## config.mk

```make
export PLATFORM = sky130hd
export DESIGN_NAME = fetch_top
export DESIGN_NICKNAME = d
export VERILOG_FILES = /design/src/fetch_pkg.sv /design/src/fetch_sequencer.sv /design/src/fetch_top.sv /design/src/icache.sv /design/src/itlb.sv /design/src/mem_port_arbiter.sv
export SDC_FILE = /design/constraint.sdc
export NUM_CORES = 2
export LEC_CHECK = 0
export ABC_AREA = 1
export BUFFER_PORTS_ARGS = -buffer_cell sky130_fd_sc_hd__buf_2
export CORE_ASPECT_RATIO = 0.75
export CORE_MARGIN = 5
export CORE_UTILIZATION = 25
export DETAILED_ROUTE_END_ITERATION = 10
export PLACE_DENSITY_LB_ADDON = 0.05
export SLEW_MARGIN = 40
export SYNTH_ARGS = -nofsm -noshare
export SYNTH_HDL_FRONTEND = slang
export SYNTH_SLANG_ARGS = --single-unit
```

## constraint.sdc

```tcl
create_clock -name clk -period 13.63 [get_ports clk]
set_input_delay 0.6815 -clock clk [delete_from_list [all_inputs] [get_ports clk]]
set_output_delay 0.6815 -clock clk [all_outputs]
set_load 0.1 [all_outputs]
```

## src/fetch_pkg.sv

```systemverilog
package fetch_pkg;

  // 4 KB pages
  localparam int page_offset_bits = 12;

  // PTE layout for the single-level table
  localparam int pte_valid_bit = 0;
  localparam int pte_ppn_lsb   = 12;
  localparam int pte_bytes     = 8;  // Walker reads at ptbr + vpn * pte_bytes

  // Sequential PC step
  localparam int instr_bytes = 4;

endpackage

```

## src/fetch_sequencer.sv

```systemverilog
module fetch_sequencer
  import fetch_pkg::*;
#(
  parameter int addr_width  = 64,
  parameter int instr_width = 32
) (
  input  logic                   clk,
  input  logic                   reset,
  input  logic [addr_width-1:0]  entry,
  input  logic                   branch_taken,
  input  logic [addr_width-1:0]  branch_target,
  input  logic                   flush,
  input  logic [addr_width-1:0]  flush_target,
  input  logic                   enable,
  output logic [addr_width-1:0]  va,
  output logic                   va_req,
  input  logic [addr_width-1:0]  pa,
  input  logic                   pa_valid,
  input  logic                   pa_fault,
  output logic [addr_width-1:0]  cache_addr,
  output logic                   cache_req,
  input  logic [instr_width-1:0] cache_instr,
  input  logic                   cache_valid,
  output logic [instr_width-1:0] instr,
  output logic [addr_width-1:0]  instr_pc,
  output logic [addr_width-1:0]  instr_pc_plus4,
  output logic                   instr_valid,
  output logic                   fault
);
  localparam logic [1:0] s_idle        = 2'd0;
  localparam logic [1:0] s_translating = 2'd1;
  localparam logic [1:0] s_reading     = 2'd2;
  localparam logic [1:0] s_holding     = 2'd3;
  localparam logic [addr_width-1:0] step = addr_width'(instr_bytes);

  logic [1:0]             state;
  logic [1:0]             state_next;
  logic [addr_width-1:0]  pc;        // Next PC to fetch
  logic [addr_width-1:0]  fetch_pc;  // PC of the fetch in flight
  logic [instr_width-1:0] held_instr;
  logic                   stale;
  logic                   redirect;
  logic                   issue;
  logic                   deliver;
  logic                   in_flight;  // Open from va_req until the response that ends the fetch

  assign redirect = flush | branch_taken;
  assign issue    = (state == s_idle) && enable && !fault && !redirect;
  assign deliver  = enable && !redirect &&
                    ((state == s_reading && cache_valid && !stale) || state == s_holding);

  assign va         = fetch_pc;
  assign cache_addr = pa;
  assign cache_req  = pa_valid && (state == s_translating) && !stale;  // Stale ones stop here

  always_comb begin
    state_next = state;
    case (state)
      s_idle:        if (issue) state_next = s_translating;
      s_translating: begin
        if (pa_valid) state_next = stale ? s_idle : s_reading;
        else if (pa_fault) state_next = s_idle;
      end
      s_reading: begin
        if (cache_valid) state_next = (stale || redirect || enable) ? s_idle : s_holding;
      end
      default:       if (enable || redirect) state_next = s_idle;  // Held result leaves or is dropped
    endcase
  end

  always_ff @(posedge clk) begin
    if (reset) begin
      state       <= s_idle;
      pc          <= entry;
      stale       <= 1'b0;
      fault       <= 1'b0;
      va_req      <= 1'b0;
      instr_valid <= 1'b0;
    end else begin
      state       <= state_next;
      stale       <= (state_next == s_translating || state_next == s_reading) &&
                     (stale || redirect);
      va_req      <= issue;
      instr_valid <= deliver;
      if (redirect) fault <= 1'b0;
      else if (state == s_translating && pa_fault && !stale) fault <= 1'b1;
      if (flush) pc <= flush_target;  // Flush beats branch
      else if (branch_taken) pc <= branch_target;
      else if (issue) pc <= pc + step;
    end
  end

  always_ff @(posedge clk) begin
    if (issue) fetch_pc <= pc;
    if (state == s_reading && cache_valid) held_instr <= cache_instr;
    if (deliver) begin
      instr          <= (state == s_holding) ? held_instr : cache_instr;
      instr_pc       <= fetch_pc;
      instr_pc_plus4 <= fetch_pc + step;
    end
  end

  always_ff @(posedge clk) begin
    if (reset) in_flight <= 1'b0;
    else if (va_req) in_flight <= 1'b1;
    else if (pa_fault || (pa_valid && !cache_req) || cache_valid) in_flight <= 1'b0;
  end

  // No new translation before the last fetch has ended
  a_one_in_flight: assert property (@(posedge clk) disable iff (reset)
    va_req |-> !in_flight);

endmodule

```

## src/fetch_top.sv

```systemverilog
module fetch_top #(
  parameter int addr_width     = 64,
  parameter int instr_width    = 32,
  parameter int mem_data_width = 64,
  parameter int tlb_entries    = 8,
  parameter int cache_lines    = 16
) (
  input  logic                      clk,
  input  logic                      reset,
  input  logic [addr_width-1:0]     entry,
  input  logic [addr_width-1:0]     ptbr,
  input  logic                      branch_taken,
  input  logic [addr_width-1:0]     branch_target,
  input  logic                      flush,
  input  logic [addr_width-1:0]     flush_target,
  input  logic                      enable,
  output logic [instr_width-1:0]    instr,
  output logic [addr_width-1:0]     instr_pc,
  output logic [addr_width-1:0]     instr_pc_plus4,
  output logic                      instr_valid,
  output logic                      fault,
  output logic                      mem_req,
  output logic [addr_width-1:0]     mem_addr,
  input  logic                      mem_rvalid,
  input  logic [mem_data_width-1:0] mem_rdata
);
  logic [addr_width-1:0]     va;
  logic                      va_req;
  logic [addr_width-1:0]     pa;
  logic                      pa_valid;
  logic                      pa_fault;
  logic [addr_width-1:0]     cache_addr;
  logic                      cache_req;
  logic [instr_width-1:0]    cache_instr;
  logic                      cache_valid;
  logic                      walk_req;
  logic [addr_width-1:0]     walk_addr;
  logic                      walk_accept;
  logic                      walk_rvalid;
  logic [mem_data_width-1:0] walk_rdata;
  logic                      fill_req;
  logic [addr_width-1:0]     fill_addr;
  logic                      fill_accept;
  logic                      fill_rvalid;
  logic [mem_data_width-1:0] fill_rdata;

  fetch_sequencer #(.addr_width(addr_width), .instr_width(instr_width)) sequencer_i (
    .clk(clk), .reset(reset), .entry(entry),
    .branch_taken(branch_taken), .branch_target(branch_target),
    .flush(flush), .flush_target(flush_target), .enable(enable),
    .va(va), .va_req(va_req), .pa(pa), .pa_valid(pa_valid), .pa_fault(pa_fault),
    .cache_addr(cache_addr), .cache_req(cache_req),
    .cache_instr(cache_instr), .cache_valid(cache_valid),
    .instr(instr), .instr_pc(instr_pc), .instr_pc_plus4(instr_pc_plus4),
    .instr_valid(instr_valid), .fault(fault)
  );

  itlb #(
    .addr_width(addr_width), .mem_data_width(mem_data_width), .tlb_entries(tlb_entries)
  ) itlb_i (
    .clk(clk), .reset(reset), .ptbr(ptbr), .va(va), .va_req(va_req),
    .pa(pa), .pa_valid(pa_valid), .pa_fault(pa_fault),
    .walk_req(walk_req), .walk_addr(walk_addr), .walk_accept(walk_accept),
    .walk_rvalid(walk_rvalid), .walk_rdata(walk_rdata)
  );

  icache #(
    .addr_width(addr_width), .instr_width(instr_width),
    .mem_data_width(mem_data_width), .cache_lines(cache_lines)
  ) icache_i (
    .clk(clk), .reset(reset), .cache_addr(cache_addr), .cache_req(cache_req),
    .cache_instr(cache_instr), .cache_valid(cache_valid),
    .fill_req(fill_req), .fill_addr(fill_addr), .fill_accept(fill_accept),
    .fill_rvalid(fill_rvalid), .fill_rdata(fill_rdata)
  );

  mem_port_arbiter #(.addr_width(addr_width), .mem_data_width(mem_data_width)) arbiter_i (
    .clk(clk), .reset(reset),
    .walk_req(walk_req), .walk_addr(walk_addr), .walk_accept(walk_accept),
    .walk_rvalid(walk_rvalid), .walk_rdata(walk_rdata),
    .fill_req(fill_req), .fill_addr(fill_addr), .fill_accept(fill_accept),
    .fill_rvalid(fill_rvalid), .fill_rdata(fill_rdata),
    .mem_req(mem_req), .mem_addr(mem_addr), .mem_rvalid(mem_rvalid), .mem_rdata(mem_rdata)
  );

endmodule

```

## src/icache.sv

```systemverilog
module icache
  import fetch_pkg::*;
#(
  parameter int addr_width     = 64,
  parameter int instr_width    = 32,
  parameter int mem_data_width = 64,
  parameter int cache_lines    = 16
) (
  input  logic                      clk,
  input  logic                      reset,
  input  logic [addr_width-1:0]     cache_addr,
  input  logic                      cache_req,
  output logic [instr_width-1:0]    cache_instr,
  output logic                      cache_valid,
  output logic                      fill_req,
  output logic [addr_width-1:0]     fill_addr,
  input  logic                      fill_accept,
  input  logic                      fill_rvalid,
  input  logic [mem_data_width-1:0] fill_rdata
);
  localparam int offset_bits = $clog2(mem_data_width / 8);
  localparam int half_lsb    = $clog2(instr_bytes);  // Address bit 2 picks the half
  localparam int sel_bits    = offset_bits - half_lsb;
  localparam int index_bits  = $clog2(cache_lines);
  localparam int tag_bits    = addr_width - offset_bits - index_bits;
  localparam logic [1:0] s_idle    = 2'd0;
  localparam logic [1:0] s_request = 2'd1;
  localparam logic [1:0] s_wait    = 2'd2;

  logic [1:0]                state;
  logic [cache_lines-1:0]    valid;
  logic [tag_bits-1:0]       tag_mem  [cache_lines];
  logic [mem_data_width-1:0] data_mem [cache_lines];
  logic [addr_width-1:0]     miss_addr;
  logic [index_bits-1:0]     req_index;
  logic [index_bits-1:0]     miss_index;
  logic [sel_bits-1:0]       req_sel;
  logic [sel_bits-1:0]       miss_sel;
  logic                      hit;

  function automatic logic [instr_width-1:0] pick(input logic [mem_data_width-1:0] line,
                                                  input logic [sel_bits-1:0] sel);
    return line[sel*instr_width +: instr_width];
  endfunction

  assign req_index  = cache_addr[offset_bits +: index_bits];
  assign req_sel    = cache_addr[half_lsb +: sel_bits];
  assign hit        = valid[req_index] &&
                      tag_mem[req_index] == cache_addr[addr_width-1:offset_bits+index_bits];
  assign miss_index = miss_addr[offset_bits +: index_bits];
  assign miss_sel   = miss_addr[half_lsb +: sel_bits];

  always_ff @(posedge clk) begin
    if (reset) begin
      state       <= s_idle;
      valid       <= '0;
      fill_req    <= 1'b0;
      cache_valid <= 1'b0;
    end else begin
      cache_valid <= 1'b0;
      case (state)
        s_idle: begin
          if (cache_req && hit) cache_valid <= 1'b1;
          else if (cache_req) begin
            fill_req <= 1'b1;
            state    <= s_request;
          end
        end
        s_request: begin
          if (fill_accept) begin
            fill_req <= 1'b0;
            state    <= s_wait;
          end
        end
        s_wait: begin
          if (fill_rvalid) begin
            valid[miss_index] <= 1'b1;
            cache_valid       <= 1'b1;
            state             <= s_idle;
          end
        end
        default: state <= s_idle;
      endcase
    end
  end

  always_ff @(posedge clk) begin
    if (state == s_idle && cache_req) begin
      miss_addr   <= cache_addr;
      fill_addr   <= {cache_addr[addr_width-1:offset_bits], {offset_bits{1'b0}}};  // Whole line
      cache_instr <= pick(data_mem[req_index], req_sel);
    end
    if (state == s_wait && fill_rvalid) begin
      data_mem[miss_index] <= fill_rdata;
      tag_mem[miss_index]  <= miss_addr[addr_width-1:offset_bits+index_bits];
      cache_instr          <= pick(fill_rdata, miss_sel);
    end
  end

endmodule

```

## src/itlb.sv

```systemverilog
module itlb
  import fetch_pkg::*;
#(
  parameter int addr_width     = 64,
  parameter int mem_data_width = 64,
  parameter int tlb_entries    = 8
) (
  input  logic                      clk,
  input  logic                      reset,
  input  logic [addr_width-1:0]     ptbr,
  input  logic [addr_width-1:0]     va,
  input  logic                      va_req,
  output logic [addr_width-1:0]     pa,
  output logic                      pa_valid,
  output logic                      pa_fault,
  output logic                      walk_req,
  output logic [addr_width-1:0]     walk_addr,
  input  logic                      walk_accept,
  input  logic                      walk_rvalid,
  input  logic [mem_data_width-1:0] walk_rdata
);
  localparam int vpn_bits   = addr_width - page_offset_bits;
  localparam int index_bits = $clog2(tlb_entries);
  localparam int tag_bits   = vpn_bits - index_bits;
  localparam logic [1:0] s_idle    = 2'd0;
  localparam logic [1:0] s_request = 2'd1;
  localparam logic [1:0] s_wait    = 2'd2;

  logic [1:0]             state;
  logic [tlb_entries-1:0] valid;
  logic [tag_bits-1:0]    tag_mem [tlb_entries];
  logic [vpn_bits-1:0]    ppn_mem [tlb_entries];
  logic [addr_width-1:0]  miss_va;
  logic [vpn_bits-1:0]    va_vpn;
  logic [vpn_bits-1:0]    miss_vpn;
  logic [vpn_bits-1:0]    pte_ppn;
  logic [index_bits-1:0]  va_index;
  logic [index_bits-1:0]  miss_index;
  logic                   hit;
  logic                   pte_ok;

  assign va_vpn     = va[addr_width-1:page_offset_bits];
  assign va_index   = va_vpn[index_bits-1:0];
  assign hit        = valid[va_index] && tag_mem[va_index] == va_vpn[vpn_bits-1:index_bits];
  assign miss_vpn   = miss_va[addr_width-1:page_offset_bits];
  assign miss_index = miss_vpn[index_bits-1:0];
  assign pte_ppn    = walk_rdata[pte_ppn_lsb +: vpn_bits];
  assign pte_ok     = walk_rdata[pte_valid_bit];

  always_ff @(posedge clk) begin
    if (reset) begin
      state    <= s_idle;
      valid    <= '0;
      walk_req <= 1'b0;
      pa_valid <= 1'b0;
      pa_fault <= 1'b0;
    end else begin
      pa_valid <= 1'b0;
      pa_fault <= 1'b0;
      case (state)
        s_idle: begin
          if (va_req && hit) pa_valid <= 1'b1;
          else if (va_req) begin
            walk_req <= 1'b1;  // Held until the arbiter takes it
            state    <= s_request;
          end
        end
        s_request: begin
          if (walk_accept) begin
            walk_req <= 1'b0;
            state    <= s_wait;
          end
        end
        s_wait: begin
          if (walk_rvalid) begin
            state <= s_idle;
            if (pte_ok) begin
              valid[miss_index] <= 1'b1;
              pa_valid          <= 1'b1;
            end else begin
              pa_fault <= 1'b1;  // Entry left unfilled
            end
          end
        end
        default: state <= s_idle;
      endcase
    end
  end

  always_ff @(posedge clk) begin
    if (state == s_idle && va_req) begin
      miss_va   <= va;
      walk_addr <= ptbr + addr_width'(va_vpn) * addr_width'(pte_bytes);
      pa        <= {ppn_mem[va_index], va[page_offset_bits-1:0]};
    end
    if (state == s_wait && walk_rvalid && pte_ok) begin
      tag_mem[miss_index] <= miss_vpn[vpn_bits-1:index_bits];
      ppn_mem[miss_index] <= pte_ppn;
      pa                  <= {pte_ppn, miss_va[page_offset_bits-1:0]};
    end
  end

  // Arbiter must route PTE data here only for our own walk
  a_walk_pending: assert property (@(posedge clk) disable iff (reset)
    walk_rvalid |-> state == s_wait);

endmodule

```

## src/mem_port_arbiter.sv

```systemverilog
module mem_port_arbiter #(
  parameter int addr_width     = 64,
  parameter int mem_data_width = 64
) (
  input  logic                      clk,
  input  logic                      reset,
  input  logic                      walk_req,
  input  logic [addr_width-1:0]     walk_addr,
  output logic                      walk_accept,
  output logic                      walk_rvalid,
  output logic [mem_data_width-1:0] walk_rdata,
  input  logic                      fill_req,
  input  logic [addr_width-1:0]     fill_addr,
  output logic                      fill_accept,
  output logic                      fill_rvalid,
  output logic [mem_data_width-1:0] fill_rdata,
  output logic                      mem_req,
  output logic [addr_width-1:0]     mem_addr,
  input  logic                      mem_rvalid,
  input  logic [mem_data_width-1:0] mem_rdata
);
  localparam logic owner_walk = 1'b0;
  localparam logic owner_fill = 1'b1;

  logic busy;   // One access outstanding
  logic owner;

  assign walk_accept = !busy && walk_req;  // Walker wins a tie
  assign fill_accept = !busy && !walk_req && fill_req;
  assign walk_rvalid = mem_rvalid && owner == owner_walk;
  assign fill_rvalid = mem_rvalid && owner == owner_fill;
  assign walk_rdata  = mem_rdata;
  assign fill_rdata  = mem_rdata;

  always_ff @(posedge clk) begin
    if (reset) begin
      busy    <= 1'b0;
      owner   <= owner_walk;
      mem_req <= 1'b0;
    end else begin
      mem_req <= walk_accept || fill_accept;
      if (walk_accept || fill_accept) begin
        busy  <= 1'b1;
        owner <= fill_accept ? owner_fill : owner_walk;
      end else if (mem_rvalid) begin
        busy <= 1'b0;
      end
    end
  end

  always_ff @(posedge clk) begin
    if (walk_accept) mem_addr <= walk_addr;
    else if (fill_accept) mem_addr <= fill_addr;
  end

  // Response comes at least a cycle after its request
  a_rvalid_outstanding: assert property (@(posedge clk) disable iff (reset)
    mem_rvalid |-> busy && !mem_req);

endmodule

```

==> metrics.yaml <==
status: "complete, no violations"
dp_cells: 19680
routedWlPerCell_um: 28.31
path_common_cell: "nand2_1"
synth-seq-area-share: 0.7247
grt_overflow: 0
insertion_delay_ns: 1.01
ant_nets: 0
drive_gt1_frac: 0.1128
dieArea_mm2: 0.5856
rows: 240
cp.required_ns: 14.47
drv_slew: 0
fin_util: 0.2953
viasPerCell: 4.716
final_cells: 20480
start_kind: "register"
reg2reg_setup_slack_ns: 7.92
synth_most_common_cell: "edfxtp_1"
grt_usage: 0.1911
crit_type: "register to register"
synth_cells: 11910
fin_crit_ns: 5.708
detailedRoute.firstPassIterationCount: 6
synth_area_leader_cell: "edfxtp_1"
period_share: 0.4188
rsz0062_at_grt: "no"
synth_commonest_cells: "3,408 x edfxtp_1, 2,213 x nand2_1, 1,811 x nor2_1, 1,237 x o21ai_0, 748 x nand3_1"
final-setup-viol-count: 0
totalWireLength_um: 579900
synth_edf_count: 3408
die_h_um: 664.0
crit_arrival_ns: 6.55
clk_pin_slew_worst_paths_ns: 0.06
crit_slowest_cell: "buf_4"
worstMarginPinSlew_ns: 0.9425
reg2reg_depth: 19
end_kind: "register"
antenna_found_initial: 80
endpoint: "icache_i.fill_req$_SDFFE_PP0P_"
fin_tns_setup_ns: 0
grt_pass1_wl_um: 796500
hold_viol_final: 0
cp_slowest_stage_delay_ns: 0.73
filler_cell_count: 57970
tritoncts: "done"
numClockSinks: 3457
ctsHtreeMaxLevel: 5
yosysTopAreaCellShare: 0.7178
cts_hold_buf: 73
syn_nets: 12290
drtIter0Drc: 8307
grt_pass1_vias: 94750
synthFlopType: "edfxtp_1"
port_buffers: 552
ys_warn_count: 0
crit_chain: "buf_12 -> buf_12 -> buf_4 -> buf_4 -> nor2_1 -> nor2_1 -> o21ai_0 -> nand3_1 -> nand3_1 -> nand2_1 -> nand2_1 -> nand2_1 -> nand2_1 -> nor2_1 -> nand3_1 -> nor2_1 -> nand2_1 -> nand3_1 -> a21oi_1"
nets: 12920
pwr_density_cell_mw_per_mm2: 140.3
synth-async-reset-ratio: 0
fin_skew_ns: 0.05999
cts_root_buf: "clkbuf_16"
design_area_mm2: 0.1681
yosysUniqueCellTypes: 60
ys_ff_latch: 3457
finalPower_mw: 23.58
drc: 0
p_leak_nw: 58.32
synth_area_mm2: 0.1426
dp_hpwl_um: 350900
reg2reg_to: "icache_i.fill_req$_SDFFE_PP0P_"
cts_resized: 0
die_x_um: 882.0
vdd_drop_max_uv: 101.4
dr_total_vias: 96590
worstPathMaxFanout: 156
max_cap_viol_count: 0
yosys-top-cells-area: "edfxtp_1 72%, nand2_1 5.8%, nor2_1 4.8%"
relSlewSlack: 0.3650
fmax_ghz: 0.1752
clockBufferDepth: 4
worst_hold_path_type: "primary input to register"
postCtsSetupBuffers: 0
hold_depth: 3
cts_buffers: 393
syn_to_final_growth_pct: 17.88
grt_max_degree: 197
core_area_mm2: 0.5690
place_area_mm2: 0.1547
start_util: 0.2505
postSynthAreaPerCell_um2: 11.97
io_pins: 553
routabilityCongestion: 0.8351
cell type report:
cell class | count | area [um2] | share of cell area
sequential | 3457 | 103300 | 0.6150
multi-input combinational | 7224 | 34240 | 0.2037
clock buffer | 494 | 10380 | 0.06177
tap | 7623 | 9538 | 0.05675
timing repair buffer | 888 | 6330 | 0.03767
inverter | 576 | 2225 | 0.01324
clock inverter | 210 | 1969 | 0.01172
antenna | 11 | 27.53 | 0.0001638
state kept, by name, indices dropped and copies added, names as in the netlist, 8 cells and up, named ones only:
signal                      cells
sequencer_i.instr_pc_plus4     64
sequencer_i.instr_pc           62
sequencer_i.held_instr         32
icache_i.cache_instr           32
itlb_i.miss_va                 62
itlb_i.tag_mem                392
sequencer_i.va                 64
itlb_i.walk_addr               64
icache_i.valid                 16
itlb_i.ppn_mem                416
sequencer_i.pc                 64
arbiter_i.mem_addr             64
itlb_i.pa                      62
itlb_i.valid                    8
icache_i.miss_addr             61
sequencer_i.instr              32
icache_i.data_mem            1024
icache_i.tag_mem              912
critical path: cells and delay by family, from the launching register on:
family,cells,cell delay (ns)
flops,1,0.55
buf+inv,4,2.57
compound gates,2,0.17
simple gates,13,1.97
worst min path at each step:
| stage | to | from |
|---|---|---|
| after global placement | sequencer_i.va[0]$_DFFE_PP_ | sequencer_i.pc[0]$_DFFE_PP_ |
| final | sequencer_i.pc[1]$_DFFE_PP_ | branch_target[1] |
| after global routing | itlb_i.walk_addr[56]$_DFFE_PP_ | ptbr[56] |
| after floorplan | sequencer_i.instr_pc_plus4[0]$_DFFE_PP_ | sequencer_i.va[0]$_DFFE_PP_ |
| after CTS | sequencer_i.pc[48]$_DFFE_PP_ | branch_target[48] |
| after detailed placement | sequencer_i.instr_pc_plus4[0]$_DFFE_PP_ | sequencer_i.va[0]$_DFFE_PP_ |
layout by cell type, fill, tap and decap left out, types with 73 or more instances in the layout:
cell type      netlist  layout
a21oi_1            167     166
buf_2              150     551
buf_4               44     162
clkbuf_1           361      91
clkbuf_16            0     399
clkinv_1             6      84
dlygate4sd3_1        0      73
edfxtp_1          3408    3408
inv_1              561     560
nand2_1           2213    2210
nand3_1            748     748
nor2_1            1811    1782
o211ai_1            81      81
o21ai_0           1237    1231
o221ai_1           136     135
o22ai_1            282     282
xor2_1             139     139
per-layer routing:
metal,global-route usage,routed length [um],share of wire,vias up
met4,0.03518,11450,0.020,6
li1,-,-,-,43650
met5,0,38,0.000066,-
met1,0.2777,275800,0.48,50020
met3,0.02431,25540,0.044,639
met2,0.3076,267100,0.46,2281
report_power, final:
part	internal (mW)	switching [mW]	total (mW)	leakage (nW)
combinational	0.351	0.965	1.32	21.2
sequential	11.7	0.0853	11.8	31.1
clock	5.95	4.55	10.5	6.01
total	18.0	5.60	23.6	58.3
cells by family after synthesis:
family          Yosys count  share of synthesized area
flops                  3457                     0.7247
compound gates         2060                    0.08243
mux                      11                  0.0007723
xor+xnor                167                    0.01026
simple gates           4931                     0.1398
buf+inv                1225                    0.03715
fa+ha+maj                55                   0.004880
through the flow:
step,hold WS [ns],setup WS [ns]
after global routing,0.04654,7.442
after CTS,0.0001668,7.801
final,0.09187,7.922
after floorplan,0.4003,3.958
after global placement,0.4004,7.640
after detailed placement,0.4109,7.799
(Power assumes the default switching activity.)
